File: src/common/sparse_chunk_defs.svh
`ifndef SPARSE_CHUNK_DEFS_SVH
`define SPARSE_CHUNK_DEFS_SVH

////////////////////////////////////////////////////////////
// Chunk geometry
////////////////////////////////////////////////////////////

// Bytes and sparsemap bits per write beat
`define CHUNK_BUS_SIZE 4

// Channel positions in one chunk
`define CHUNK_MEM_SIZE 32

// Sparsemap bits per read word, also the prefix sum width
`define CHUNK_PS_SIZE 8

// Ping-pong chunk buffers
`define CHUNK_BANKS 2

// Derived counts
`define CHUNK_BEATS (`CHUNK_MEM_SIZE / `CHUNK_BUS_SIZE)
`define CHUNK_MAP_WORDS (`CHUNK_MEM_SIZE / `CHUNK_PS_SIZE)

`endif

File: src/common/sparse_chunk_pkg.sv
`default_nettype none

`include "sparse_chunk_defs.svh"

package sparse_chunk_pkg;

	// One activation byte
	typedef logic [7:0] data_byte_t;

	// One sparsemap read word
	typedef logic [`CHUNK_PS_SIZE-1:0] sparsemap_word_t;

	// Bit position inside a sparsemap word
	typedef logic [$clog2(`CHUNK_PS_SIZE)-1:0] ps_index_t;

	// Holds CHUNK_MEM_SIZE itself, one bit wider than an index
	typedef logic [$clog2(`CHUNK_MEM_SIZE):0] data_addr_t;

	// Set bits in one word, 0 up to CHUNK_PS_SIZE
	typedef logic [$clog2(`CHUNK_PS_SIZE):0] bit_count_t;

	typedef logic [$clog2(`CHUNK_BEATS)-1:0] beat_count_t;
	typedef logic [$clog2(`CHUNK_MAP_WORDS)-1:0] map_addr_t;
	typedef logic [$clog2(`CHUNK_BANKS)-1:0] bank_t;

	// Write side FSM
	typedef enum logic {
		WR_IDLE,
		WR_FILL
	} wr_state_e;

	// Base register update
	typedef enum logic [1:0] {
		ADDR_HOLD,
		ADDR_CLEAR,
		ADDR_ADVANCE
	} addr_op_e;

endpackage

`default_nettype wire

File: src/design/prefix_sum.sv
`default_nettype none

`include "sparse_chunk_defs.svh"

module prefix_sum (
	input  wire sparse_chunk_pkg::sparsemap_word_t word_i,
	output sparse_chunk_pkg::bit_count_t count_o [`CHUNK_PS_SIZE],
	output sparse_chunk_pkg::bit_count_t total_o
);

	// Running count, entry k covers bits 0 .. k-1
	sparse_chunk_pkg::bit_count_t chain_w [`CHUNK_PS_SIZE+1];

	assign chain_w[0] = '0;

	////////////////////////////////////////////////////////////
	// Adder chain
	////////////////////////////////////////////////////////////

	for (genvar k = 0; k < `CHUNK_PS_SIZE; k++) begin : g_chain
		assign chain_w[k+1] = chain_w[k] + sparse_chunk_pkg::bit_count_t'(word_i[k]);

		// Exclusive count seen by position k
		assign count_o[k] = chain_w[k];
	end

	// Whole word popcount, used to advance the base
	assign total_o = chain_w[`CHUNK_PS_SIZE];

endmodule

`default_nettype wire

File: src/chunk_buffer/chunk_buffer.sv
`default_nettype none

`include "sparse_chunk_defs.svh"

module chunk_buffer (
	input  wire                                   clk_i,
	input  wire                                   rst_i,

	// Write side, one beat at a time
	input  wire                                   wr_en_i,
	input  wire sparse_chunk_pkg::beat_count_t    wr_count_i,
	input  wire [`CHUNK_BUS_SIZE-1:0]             wr_sparsemap_i,
	input  wire sparse_chunk_pkg::data_byte_t [`CHUNK_BUS_SIZE-1:0] wr_nonzero_data_i,

	// Read side
	input  wire sparse_chunk_pkg::map_addr_t      rd_sparsemap_addr_i,
	input  wire sparse_chunk_pkg::data_addr_t     rd_data_addr_i,
	output sparse_chunk_pkg::sparsemap_word_t     rd_sparsemap_o,
	output sparse_chunk_pkg::data_byte_t          rd_data_o
);

	localparam int IDX_W = $clog2(`CHUNK_MEM_SIZE);

	// One bit per channel position
	logic [`CHUNK_MEM_SIZE-1:0] map_r;

	// Nonzero bytes, packed from position zero
	sparse_chunk_pkg::data_byte_t data_r [`CHUNK_MEM_SIZE];

	logic [IDX_W-1:0] beat_base_w;
	logic [IDX_W-1:0] data_idx_w;
	logic data_in_range_w;

	////////////////////////////////////////////////////////////
	// Beat writes
	////////////////////////////////////////////////////////////

	// Beat k lands at position k * CHUNK_BUS_SIZE
	assign beat_base_w = IDX_W'(wr_count_i) * IDX_W'(`CHUNK_BUS_SIZE);

	always_ff @(posedge clk_i) begin
		if (wr_en_i) begin
			for (int i = 0; i < `CHUNK_BUS_SIZE; i++) begin
				map_r[beat_base_w + IDX_W'(i)]  <= wr_sparsemap_i[i];
				data_r[beat_base_w + IDX_W'(i)] <= wr_nonzero_data_i[i];
			end
		end
	end

	////////////////////////////////////////////////////////////
	// Registered reads
	////////////////////////////////////////////////////////////

	// Address may equal CHUNK_MEM_SIZE when every bit is set
	assign data_in_range_w = (rd_data_addr_i < sparse_chunk_pkg::data_addr_t'(`CHUNK_MEM_SIZE));
	assign data_idx_w      = rd_data_addr_i[IDX_W-1:0];

	always_ff @(posedge clk_i) begin
		if (rst_i) begin
			rd_sparsemap_o <= '0;
		end
		else begin
			rd_sparsemap_o <= map_r[rd_sparsemap_addr_i * `CHUNK_PS_SIZE +: `CHUNK_PS_SIZE];
		end
	end

	always_ff @(posedge clk_i) begin
		if (rst_i) begin
			rd_data_o <= '0;
		end
		else if (data_in_range_w) begin
			rd_data_o <= data_r[data_idx_w];
		end
		else begin
			rd_data_o <= '0;
		end
	end

endmodule

`default_nettype wire

File: src/design/chunk_write_ctrl.sv
`default_nettype none

`include "sparse_chunk_defs.svh"

module chunk_write_ctrl (
	input  wire                                clk_i,
	input  wire                                rst_i,
	input  wire                                wr_valid_i,
	input  wire                                wr_last_i,
	input  wire                                wr_sel_i,
	output logic [`CHUNK_BANKS-1:0]            wr_en_o,
	output sparse_chunk_pkg::beat_count_t      wr_count_o
);

	localparam sparse_chunk_pkg::beat_count_t LAST_BEAT =
		sparse_chunk_pkg::beat_count_t'(`CHUNK_BEATS - 1);

	sparse_chunk_pkg::wr_state_e   state_r;
	sparse_chunk_pkg::bank_t       bank_r;
	sparse_chunk_pkg::beat_count_t count_r;
	// Chunk capacity reached, later beats are dropped
	logic full_r;

	sparse_chunk_pkg::bank_t       cur_bank_w;

	// First beat takes the bank straight from wr_sel_i
	assign cur_bank_w = (state_r == sparse_chunk_pkg::WR_IDLE) ?
		sparse_chunk_pkg::bank_t'(wr_sel_i) : bank_r;

	always_comb begin
		wr_en_o = '0;
		if (wr_valid_i && !full_r) begin
			wr_en_o[cur_bank_w] = 1'b1;
		end
	end

	assign wr_count_o = count_r;

	////////////////////////////////////////////////////////////
	// Chunk FSM and beat counter
	////////////////////////////////////////////////////////////

	always_ff @(posedge clk_i) begin
		if (rst_i) begin
			state_r <= sparse_chunk_pkg::WR_IDLE;
			bank_r  <= '0;
			count_r <= '0;
			full_r  <= 1'b0;
		end
		else if (wr_valid_i) begin
			if (wr_last_i) begin
				state_r <= sparse_chunk_pkg::WR_IDLE;
				count_r <= '0;
				full_r  <= 1'b0;
			end
			else begin
				if (state_r == sparse_chunk_pkg::WR_IDLE) begin
					state_r <= sparse_chunk_pkg::WR_FILL;
					bank_r  <= cur_bank_w;
				end
				// Hold the count at the last beat once full
				if (!full_r) begin
					if (count_r == LAST_BEAT) begin
						full_r <= 1'b1;
					end
					else begin
						count_r <= count_r + 1'b1;
					end
				end
			end
		end
	end

endmodule

`default_nettype wire

File: src/design/chunk_read_ctrl.sv
`default_nettype none

`include "sparse_chunk_defs.svh"

module chunk_read_ctrl (
	input  wire                                    clk_i,
	input  wire                                    rst_i,
	input  wire sparse_chunk_pkg::bank_t           rd_sel_i,
	input  wire sparse_chunk_pkg::ps_index_t       pri_enc_match_addr_i,
	input  wire                                    pri_enc_end_i,
	input  wire                                    chunk_start_i,

	// Registered outputs of every bank
	input  wire sparse_chunk_pkg::sparsemap_word_t bank_sparsemap_i [`CHUNK_BANKS],
	input  wire sparse_chunk_pkg::data_byte_t      bank_data_i [`CHUNK_BANKS],

	output sparse_chunk_pkg::sparsemap_word_t      rd_sparsemap_o,
	output sparse_chunk_pkg::data_byte_t           rd_data_o,
	output sparse_chunk_pkg::data_addr_t           rd_data_addr_o
);

	sparse_chunk_pkg::bit_count_t prefix_count_w [`CHUNK_PS_SIZE];
	sparse_chunk_pkg::bit_count_t word_total_w;

	sparse_chunk_pkg::addr_op_e   addr_op_w;
	// Data entry of the first set bit in the current word
	sparse_chunk_pkg::data_addr_t base_addr_r;
	sparse_chunk_pkg::data_addr_t base_eff_w;

	////////////////////////////////////////////////////////////
	// Bank select
	////////////////////////////////////////////////////////////

	assign rd_sparsemap_o = bank_sparsemap_i[rd_sel_i];
	assign rd_data_o      = bank_data_i[rd_sel_i];

	prefix_sum u_prefix_sum (
		.word_i  (rd_sparsemap_o),
		.count_o (prefix_count_w),
		.total_o (word_total_w)
	);

	////////////////////////////////////////////////////////////
	// Base register
	////////////////////////////////////////////////////////////

	// End of word wins over chunk start
	always_comb begin
		if (pri_enc_end_i) begin
			addr_op_w = sparse_chunk_pkg::ADDR_ADVANCE;
		end
		else if (chunk_start_i) begin
			addr_op_w = sparse_chunk_pkg::ADDR_CLEAR;
		end
		else begin
			addr_op_w = sparse_chunk_pkg::ADDR_HOLD;
		end
	end

	// A new chunk starts from entry zero in the same cycle
	assign base_eff_w = chunk_start_i ? '0 : base_addr_r;

	always_ff @(posedge clk_i) begin
		if (rst_i) begin
			base_addr_r <= '0;
		end
		else begin
			case (addr_op_w)
				sparse_chunk_pkg::ADDR_CLEAR: begin
					base_addr_r <= '0;
				end
				sparse_chunk_pkg::ADDR_ADVANCE: begin
					base_addr_r <= base_eff_w +
						sparse_chunk_pkg::data_addr_t'(word_total_w);
				end
				default: begin
					base_addr_r <= base_addr_r;
				end
			endcase
		end
	end

	// Base plus the set bits below the matched position
	assign rd_data_addr_o = base_eff_w +
		sparse_chunk_pkg::data_addr_t'(prefix_count_w[pri_enc_match_addr_i]);

endmodule

`default_nettype wire

File: src/design/sparse_chunk_top.sv
`default_nettype none

`include "sparse_chunk_defs.svh"

module sparse_chunk_top (
	input  wire                                   clk_i,
	input  wire                                   rst_i,

	// Compressed chunk stream
	input  wire                                   wr_valid_i,
	input  wire                                   wr_last_i,
	input  wire                                   wr_sel_i,
	input  wire [`CHUNK_BUS_SIZE-1:0]             wr_sparsemap_i,
	input  wire sparse_chunk_pkg::data_byte_t [`CHUNK_BUS_SIZE-1:0] wr_nonzero_data_i,

	// Read side and priority encoder results
	input  wire sparse_chunk_pkg::bank_t          rd_sel_i,
	input  wire sparse_chunk_pkg::map_addr_t      rd_sparsemap_addr_i,
	input  wire sparse_chunk_pkg::ps_index_t      pri_enc_match_addr_i,
	input  wire                                   pri_enc_end_i,
	input  wire                                   chunk_start_i,

	output sparse_chunk_pkg::sparsemap_word_t     rd_sparsemap_o,
	output sparse_chunk_pkg::data_byte_t          rd_data_o
);

	logic [`CHUNK_BANKS-1:0]           wr_en_w;
	sparse_chunk_pkg::beat_count_t     wr_count_w;
	sparse_chunk_pkg::data_addr_t      rd_data_addr_w;

	sparse_chunk_pkg::sparsemap_word_t bank_sparsemap_w [`CHUNK_BANKS];
	sparse_chunk_pkg::data_byte_t      bank_data_w [`CHUNK_BANKS];

	chunk_write_ctrl u_chunk_write_ctrl (
		.clk_i      (clk_i),
		.rst_i      (rst_i),
		.wr_valid_i (wr_valid_i),
		.wr_last_i  (wr_last_i),
		.wr_sel_i   (wr_sel_i),
		.wr_en_o    (wr_en_w),
		.wr_count_o (wr_count_w)
	);

	////////////////////////////////////////////////////////////
	// Ping-pong chunk buffers
	////////////////////////////////////////////////////////////

	for (genvar b = 0; b < `CHUNK_BANKS; b++) begin : g_bank
		chunk_buffer u_chunk_buffer (
			.clk_i               (clk_i),
			.rst_i               (rst_i),
			.wr_en_i             (wr_en_w[b]),
			.wr_count_i          (wr_count_w),
			.wr_sparsemap_i      (wr_sparsemap_i),
			.wr_nonzero_data_i   (wr_nonzero_data_i),
			.rd_sparsemap_addr_i (rd_sparsemap_addr_i),
			.rd_data_addr_i      (rd_data_addr_w),
			.rd_sparsemap_o      (bank_sparsemap_w[b]),
			.rd_data_o           (bank_data_w[b])
		);
	end

	chunk_read_ctrl u_chunk_read_ctrl (
		.clk_i                (clk_i),
		.rst_i                (rst_i),
		.rd_sel_i             (rd_sel_i),
		.pri_enc_match_addr_i (pri_enc_match_addr_i),
		.pri_enc_end_i        (pri_enc_end_i),
		.chunk_start_i        (chunk_start_i),
		.bank_sparsemap_i     (bank_sparsemap_w),
		.bank_data_i          (bank_data_w),
		.rd_sparsemap_o       (rd_sparsemap_o),
		.rd_data_o            (rd_data_o),
		.rd_data_addr_o       (rd_data_addr_w)
	);

endmodule

`default_nettype wire

File: config.mk
export PLATFORM = sky130hd
export DESIGN_NAME = sparse_chunk_top
export DESIGN_NICKNAME = d
export VERILOG_FILES = /design/src/common/sparse_chunk_pkg.sv /design/src/design/prefix_sum.sv /design/src/chunk_buffer/chunk_buffer.sv /design/src/design/chunk_write_ctrl.sv /design/src/design/chunk_read_ctrl.sv /design/src/design/sparse_chunk_top.sv
export VERILOG_INCLUDE_DIRS = /design/src /design/src/common
export SDC_FILE = /design/constraint.sdc
export NUM_CORES = 1
export LEC_CHECK = 0
export CORE_ASPECT_RATIO = 1.4
export CORE_MARGIN = 1
export CORE_UTILIZATION = 55
export DETAILED_ROUTE_END_ITERATION = 10
export DONT_BUFFER_PORTS = 1
export PLACE_DENSITY = 0.68
export SETUP_SLACK_MARGIN = 0.02
export SYNTH_ARGS = -nofsm -noshare
export SYNTH_HDL_FRONTEND = slang
export SYNTH_SLANG_ARGS = --single-unit
export TNS_END_PERCENT = 50
File: constraint.sdc
create_clock -name clk_i -period 7.8 [get_ports clk_i]
set_input_delay 1.56 -clock clk_i [delete_from_list [all_inputs] [get_ports clk_i]]
set_output_delay 1.56 -clock clk_i [all_outputs]
set_load 0.005 [all_outputs]
==> key figures, run 1 <==
Status
  • Status: completed

Die
  • Die width: 181 microns
  • Row Count: 91
  • Core area: 44,100 sq um
  • I/O Pins: 65
  • Die Height: 252 microns
  • Die ar.: 45,500 sq um
  • Starting Density: 0.558

CTS
  • Cts hold-fix bufs: 0
  • Clock Sinks: 620
  • H-tree depth: 2
  • # resized after CTS: 0
  • Worst-Skew Late Latency: 0.58 ns
  • Clock transition at path regs: 0.06 ns
  • Clock Root Buffer: clkbuf_16
  • Setup bufs post-CTS: 0
  • Num CTS Buffers: 54
  • Clock buffer depth: 3
  • CTS tree: done

Detailed routing
  • Routed length per instance: 25.4 microns
  • Routed WL: 46,600 microns
  • Post-route ant nets: 0
  • DRC viols: 0
  • Vias/cell: 6.18
  • Vias: 11.4k
  • 1st-iter DRT viols: 973
  • First-pass DRT Iterations: 4

Placement
  • GP Congestion: 0.741
  • DP Wirelength: 25,500 microns
  • Dpl ws: 0.597 ns
  • IO Port Bufs: 0

Timing
  • Worst setup slack after layout: 1.20 ns
  • Fin. Hold Viols: 0
  • Max Clock Skew: 0.0110 ns
  • Setup_tns: 0 ns
  • # setup viols final: 0
  • Worst-Margin Slew: 0.651 ns
  • RSZ-0062 raised after global routing: false
  • Fin. max-slew vios: 0
  • FMAX: 151 MHz
  • Post-layout min period: 6.60 ns
  • Max_slew headroom: 0.566
  • Final period utilization: 0.847

Logic synthesis
  • EDFF count, synth: 576
  • Cells after Synth: 1,213
  • Ys async rst share: 0
  • Netlist cell types: 50
  • Ys flop type: edfxtp_1
  • Mean Syn Cell Area: 20.3 sq um
  • Synth Warn #: 0
  • Syn Nets: 1,288
  • Netlist Area Pre-Place: 24,600 sq um
  • Sequential share of the synthesized area: 0.740
  • Yosys reg bits: 620

GRT
  • Initial antenna violation count: 0
  • Grt ovf: 0
  • Largest net degree at the start of global routing: 65
  • Global-route wire length before repair: 71,300 microns
  • Number of global-route vias before repair: 11.7k
  • Tot GR Track Use: 0.212

Worst hold path
  • Hold Crit Start: u_chunk_write_ctrl.bank_r
  • Worst hold path class: reg2reg

Worst setup path
  • Worst Setup SP: rd_sel_i
  • Crit Path Class: in2reg
  • RR Endpoint: g_bank[0].u_chunk_buffer.rd_data_o[6]
  • CP required: 8.24 ns
  • R2R setup slack: 1.95 ns
  • Reg-to-Reg Start: g_bank[0].u_chunk_buffer.rd_sparsemap_o[0]
  • Critical Path End: g_bank[0].u_chunk_buffer.rd_data_o[6]
  • Crit path DAT: 7.05 ns
  • Worst setup SP type: primary input
  • Critical path capture point type: flop
  • Worst r2r path cells: 16
  • Crit-path max FO: 58

Job
  • # Max-Cap Violations: 0

Layout
  • Antenna cell count: 0
  • Share of layout cells above drive strength 1: 0.257
  • Commonest cells after routing, fill and taps aside: 576 x edfxtp_1, 145 x mux4_2, 61 x nor2_1, 54 x clkbuf_16, 52 x mux2_2
  • Commonest non-fill, non-tap cell in the layout: edfxtp_1
  • Area grow syn2layout: 10.5%
  • NumNets Final: 1,311

Power and ir drop
  • Net switching power: 1.78 mW
  • Tot Pwr: 7.63 mW
  • Sw frac: 0.233
  • Peak VDD IR: 0.162 mV
  • Sequential power share: 0.487
  • Static leakage: 8.63 nW
  • Clock power share: 0.335
  • Logic pwr share: 0.178
  • Pwr/cell area: 281 nW/um^2
  • Int Power: 5.85 mW
-- how the worst min path moves through the flow --
stage	endpoint	slack (ns)	depth (start not counted)
4_1_cts	u_chunk_write_ctrl.bank_r	0.53	2
2_1_floorplan	u_chunk_write_ctrl.bank_r	0.48	2
6_report	u_chunk_write_ctrl.bank_r	0.54	2
3_5_place_dp	u_chunk_write_ctrl.bank_r	0.52	2
5_1_grt	u_chunk_write_ctrl.bank_r	0.55	2
3_3_place_gp	u_chunk_write_ctrl.bank_r	0.50	2
-- per-stage QoR --
| step | instance area, sq um | utilization | std cells | hold slack, ns |
|---|---|---|---|---|
| finish | 27200 | 0.616 | 1836 | 0.537 |
| global route | 27200 | 0.616 | 1836 | 0.553 |
| CTS | 27200 | 0.616 | 1836 | 0.534 |
| detailed placement | 25500 | 0.578 | 1738 | 0.522 |
| global placement | 25500 | 0.578 | 1738 | 0.498 |
| floorplan | 24600 | - | 1213 | 0.477 |
-- cell families (layout without fill, tap and decap cells) --
logic type,after synthesis,in the layout,share of synthesized area
flops,620,620,0.740
mux,236,236,0.173
simple gates,152,152,0.0304
compound gates,93,93,0.0231
buf+inv,68,133,0.0121
fa+ha+maj,27,27,0.0146
xor+xnor,17,17,0.00749
-- critical path, stage by stage --
cell     delay [ns]
mux2_2         0.40
fa_1           0.65
ha_1           0.30
ha_1           0.33
ha_1           0.31
ha_1           0.30
mux4_2         0.48
nor2_1         0.10
a31oi_1        0.07
ha_4           0.20
fa_4           1.03
buf_12         0.36
mux4_2         0.36
mux2_2         0.27
a21oi_1        0.16
o22ai_1        0.09
-- cell usage after synthesis, types with 4 or more instances --
library cell,number,area share
a211oi_1,5,0.0015
a21o_1,4,0.0012
a21oi_1,40,0.0081
a22oi_1,4,0.0012
and2_1,17,0.0043
buf_2,21,0.0043
clkbuf_1,36,0.0055
dfxtp_1,44,0.036
edfxtp_1,576,0.70
ha_1,23,0.012
inv_1,8,0.0012
mux2_2,52,0.024
mux2i_1,39,0.016
mux4_2,145,0.13
nand2_1,16,0.0024
nand2b_1,8,0.0020
nand3_1,7,0.0014
nor2_1,77,0.012
nor2b_1,9,0.0023
o21ai_0,9,0.0018
o22ai_1,18,0.0046
xnor2_1,9,0.0032
xor2_1,5,0.0018
-- flip-flops by register name, indices dropped and copies added (netlist names) --
name and count:
g_bank.u_chunk_buffer.data_r 512, g_bank.u_chunk_buffer.map_r 64, g_bank.u_chunk_buffer.rd_data_o 16, g_bank.u_chunk_buffer.rd_sparsemap_o 16, u_chunk_read_ctrl.base_addr_r 6, u_chunk_write_ctrl.wr_count_o 3
u_chunk_write_ctrl.bank_r 1, u_chunk_write_ctrl.full_r 1, u_chunk_write_ctrl.state_r 1
-- power groups by stage --
stage,Clock [mW],Combinational [mW],Sequential [mW]
2_1_floorplan,0,1.11,3.78
3_3_place_gp,0,1.37,3.79
3_5_place_dp,0,1.39,3.79
4_1_cts,2.62,1.39,3.72
5_1_grt,2.72,1.48,3.72
6_report,2.56,1.36,3.72
-- metal layers --
layer | global-route usage | wire length [microns] | part of all wire | up-vias
li1 | - | - | - | 4983
met1 | 0.278 | 18400 | 0.39 | 5960
met4 | 0.0664 | 1250 | 0.027 | 0
met2 | 0.362 | 24000 | 0.51 | 329
met3 | 0.0376 | 3070 | 0.066 | 78
met5 | 0 | 0 | 0 | -
-- final cells by class --
cell class	count	area, sq um
well taps	558	698
clock inverters	30	273
repair buffers	27	290
multi-input cells	525	6260
flip-flops and latches	620	18200
clock buffers	68	1420
inverters	8	30.0
fillers	2954	16900
Power figures use the tool's default switching activity.
==> inputs of run 2 (changes only) <==
--- a/config.mk
+++ b/config.mk
@@ -11,7 +11,7 @@
 export CORE_UTILIZATION = 55
 export DETAILED_ROUTE_END_ITERATION = 10
 export DONT_BUFFER_PORTS = 1
-export PLACE_DENSITY = 0.68
+export PLACE_DENSITY = 0.71
 export SETUP_SLACK_MARGIN = 0.02
 export SYNTH_ARGS = -nofsm -noshare
 export SYNTH_HDL_FRONTEND = slang
==> constraint.sdc (replaced) <==
create_clock -name clk_i -period 5.31 [get_ports clk_i]
set_input_delay 1.062 -clock clk_i [delete_from_list [all_inputs] [get_ports clk_i]]
set_output_delay 1.062 -clock clk_i [all_outputs]
set_load 0.005 [all_outputs]
==> key figures, run 2 (synthesized netlist as in run 1, its figures left out) <==
GRT
  • Number of global-route vias before repair: 12.3k
  • Largest net degree at the start of global routing: 37
  • Global-route wire length before repair: 72,900 microns
  • Initial antenna violation count: 0
  • Grt ovf: 0
  • Tot GR Track Use: 0.217

Layout
  • Top reg by flops: g_bank.u_chunk_buffer.data_r
  • Commonest non-fill, non-tap cell in the layout: edfxtp_1
  • Area grow syn2layout: 15.2%
  • Share of layout cells above drive strength 1: 0.313
  • Commonest cells after routing, fill and taps aside: 576 x edfxtp_1, 145 x mux4_2, 66 x buf_4, 61 x nor2_1, 55 x clkbuf_16
  • Antenna cell count: 0
  • NumNets Final: 1,387
  • Largest registers: g_bank.u_chunk_buffer.data_r (512), g_bank.u_chunk_buffer.map_r (64)
  • Design area: 28,300 sq um
  • Max reg flops: 512

Power and ir drop
  • Int Power: 9.00 mW
  • Clock power share: 0.318
  • Peak VDD IR: 0.251 mV
  • Static leakage: 9.17 nW
  • Pwr/cell area: 415 nW/um^2
  • Sw frac: 0.234
  • Net switching power: 2.75 mW
  • Sequential power share: 0.465
  • Logic pwr share: 0.217

Timing
  • Fin. Hold Viols: 0
  • Worst-Margin Slew: 1.04 ns
  • Final hold slack: 0.527 ns
  • # setup viols final: 9
  • RSZ-0062 raised after global routing: true
  • Post-layout min period: 5.37 ns
  • Final period utilization: 1.01
  • FMAX: 186 MHz
  • Max Clock Skew: 0.0293 ns
  • Worst setup slack after layout: -0.0581 ns
  • Max_slew headroom: 0.303
  • Fin. max-slew vios: 0

Status
  • Status: finished with violations
  • Failing checks: negative setup slack

CTS
  • Num CTS Buffers: 52
  • Worst-Skew Late Latency: 0.60 ns
  • Clock buffer depth: 3
  • Clock Root Buffer: clkbuf_16
  • Cts hold-fix bufs: 0
  • Clock transition at path regs: 0.06 ns
  • Clock Sinks: 620
  • H-tree depth: 2
  • CTS tree: done

Die
  • Core area: 44,100 sq um
  • Die ar.: 45,500 sq um
  • Die width: 181 microns
  • Row Count: 91
  • Die Height: 252 microns
  • I/O Pins: 65
  • Starting Density: 0.558

Placement
  • DP Wirelength: 29,500 microns
  • Dpl cell area: 26,400 sq um
  • GP Congestion: 0.796
  • IO Port Bufs: 0
  • Dpl ws: -0.642 ns

Detailed routing
  • Routed WL: 48,400 microns
  • DRC viols: 0
  • Vias/cell: 6.13
  • Vias: 11.7k
  • First-pass DRT Iterations: 4
  • Post-route ant nets: 0
  • 1st-iter DRT viols: 806
  • Routed length per instance: 25.3 microns

Worst setup path
  • Buf+Inv Stages, Crit Path: 2
  • Crit Path Class: in2reg
  • CP delay by family, top: adder cells
  • Crit-path max cell delay: 0.92 ns
  • CP cell instances: mux2_4 -> fa_1 -> ha_4 -> ha_4 -> ha_4 -> ha_4 -> mux4_2 -> nor2_1 -> a31oi_1 -> ha_4 -> fa_4 -> buf_12 -> buf_12 -> mux4_2 -> mux2_2 -> a21oi_2 -> o22ai_1
  • Crit path DAT: 5.83 ns
  • Critical path capture point type: flop
  • CP required: 5.77 ns
  • Worst setup SP type: primary input
  • Crit-path max FO: 16
  • CP max stage cell: fa_4
  • Top cell by count, worst path: ha_4

Job
  • # Max-Cap Violations: 0

Worst hold path
  • Worst hold path class: reg2reg
run 2: cell types whose count changed in the layout (fill, tap and decap cells not counted), moves of 7 or more:
cell      delta
a21oi_1     -17
a21oi_2     +15
buf_12      +25
buf_4       +46
clkbuf_1    +13
clkbuf_8     +7
clkinv_2     -9
mux2_2       -7
mux2_4       +7
run 2: final cells by class:
cell class	instances	area (sq um)
clock buffers	86	1520
clock inverters	12	165
fillers	2832	15800
inverters	8	30.0
multi-input cells	525	6450
flip-flops and latches	620	18200
well taps	558	698
repair buffers	105	1260
run 2: through the flow:
stage               TNS, ns  std cells   util  power (mW)
detailed placement    -9.10       1808  0.599        7.98
finish               -0.220       1914  0.642        11.7
floorplan             -3.50       1213      -        7.29
global route          -1.69       1914  0.642        12.2
CTS                       0       1906  0.638        11.7
global placement      -9.09       1808  0.599        7.94
run 2: metal layers:
layer | vias up | part of all wire | global-route usage
met1 | 6193 | 0.40 | 0.277
met3 | 74 | 0.056 | 0.0350
met4 | 0 | 0.025 | 0.0716
li1 | 5133 | - | -
met2 | 340 | 0.52 | 0.380
met5 | - | 0 | 0
run 2: path summary, 6_finish.rpt:
path	endpoint	startpoint	slack, ns	cells past startpoint
setup / recovery	g_bank[0].u_chunk_buffer.rd_data_o[5]	rd_sel_i	-0.06	17
hold / removal	u_chunk_write_ctrl.bank_r	u_chunk_write_ctrl.bank_r	0.53	2
setup reg to reg	g_bank[0].u_chunk_buffer.rd_data_o[5]	g_bank[0].u_chunk_buffer.rd_sparsemap_o[0]	0.13	17
hold reg to reg	u_chunk_write_ctrl.bank_r	u_chunk_write_ctrl.bank_r	0.53	2
run 2: power groups by stage:
stage          registers [mW]  logic (mW)  clock network [mW]
3_5_place_dp             5.57        2.41                   0
3_3_place_gp             5.56        2.37                   0
2_1_floorplan            5.56        1.73                   0
4_1_cts                  5.46        2.44                3.79
6_report                 5.46        2.55                3.73
5_1_grt                  5.46        2.76                3.97
run 2: timing repair:
action | CTS | global route
endpoints found under the setup margin | 5 | 16
pin swaps | 0 | 7
cloned | 0 | 4
resized for setup | 6 | 22
setup buffers | 0 | 4
run 2: tightest hold or removal path, delay by kind of cell, from the launching register on:
| kind | cells | cell delay [ns] |
|---|---|---|
| simple gates | 1 | 0.07 |
| mux | 1 | 0.07 |
| flops | 1 | 0.34 |
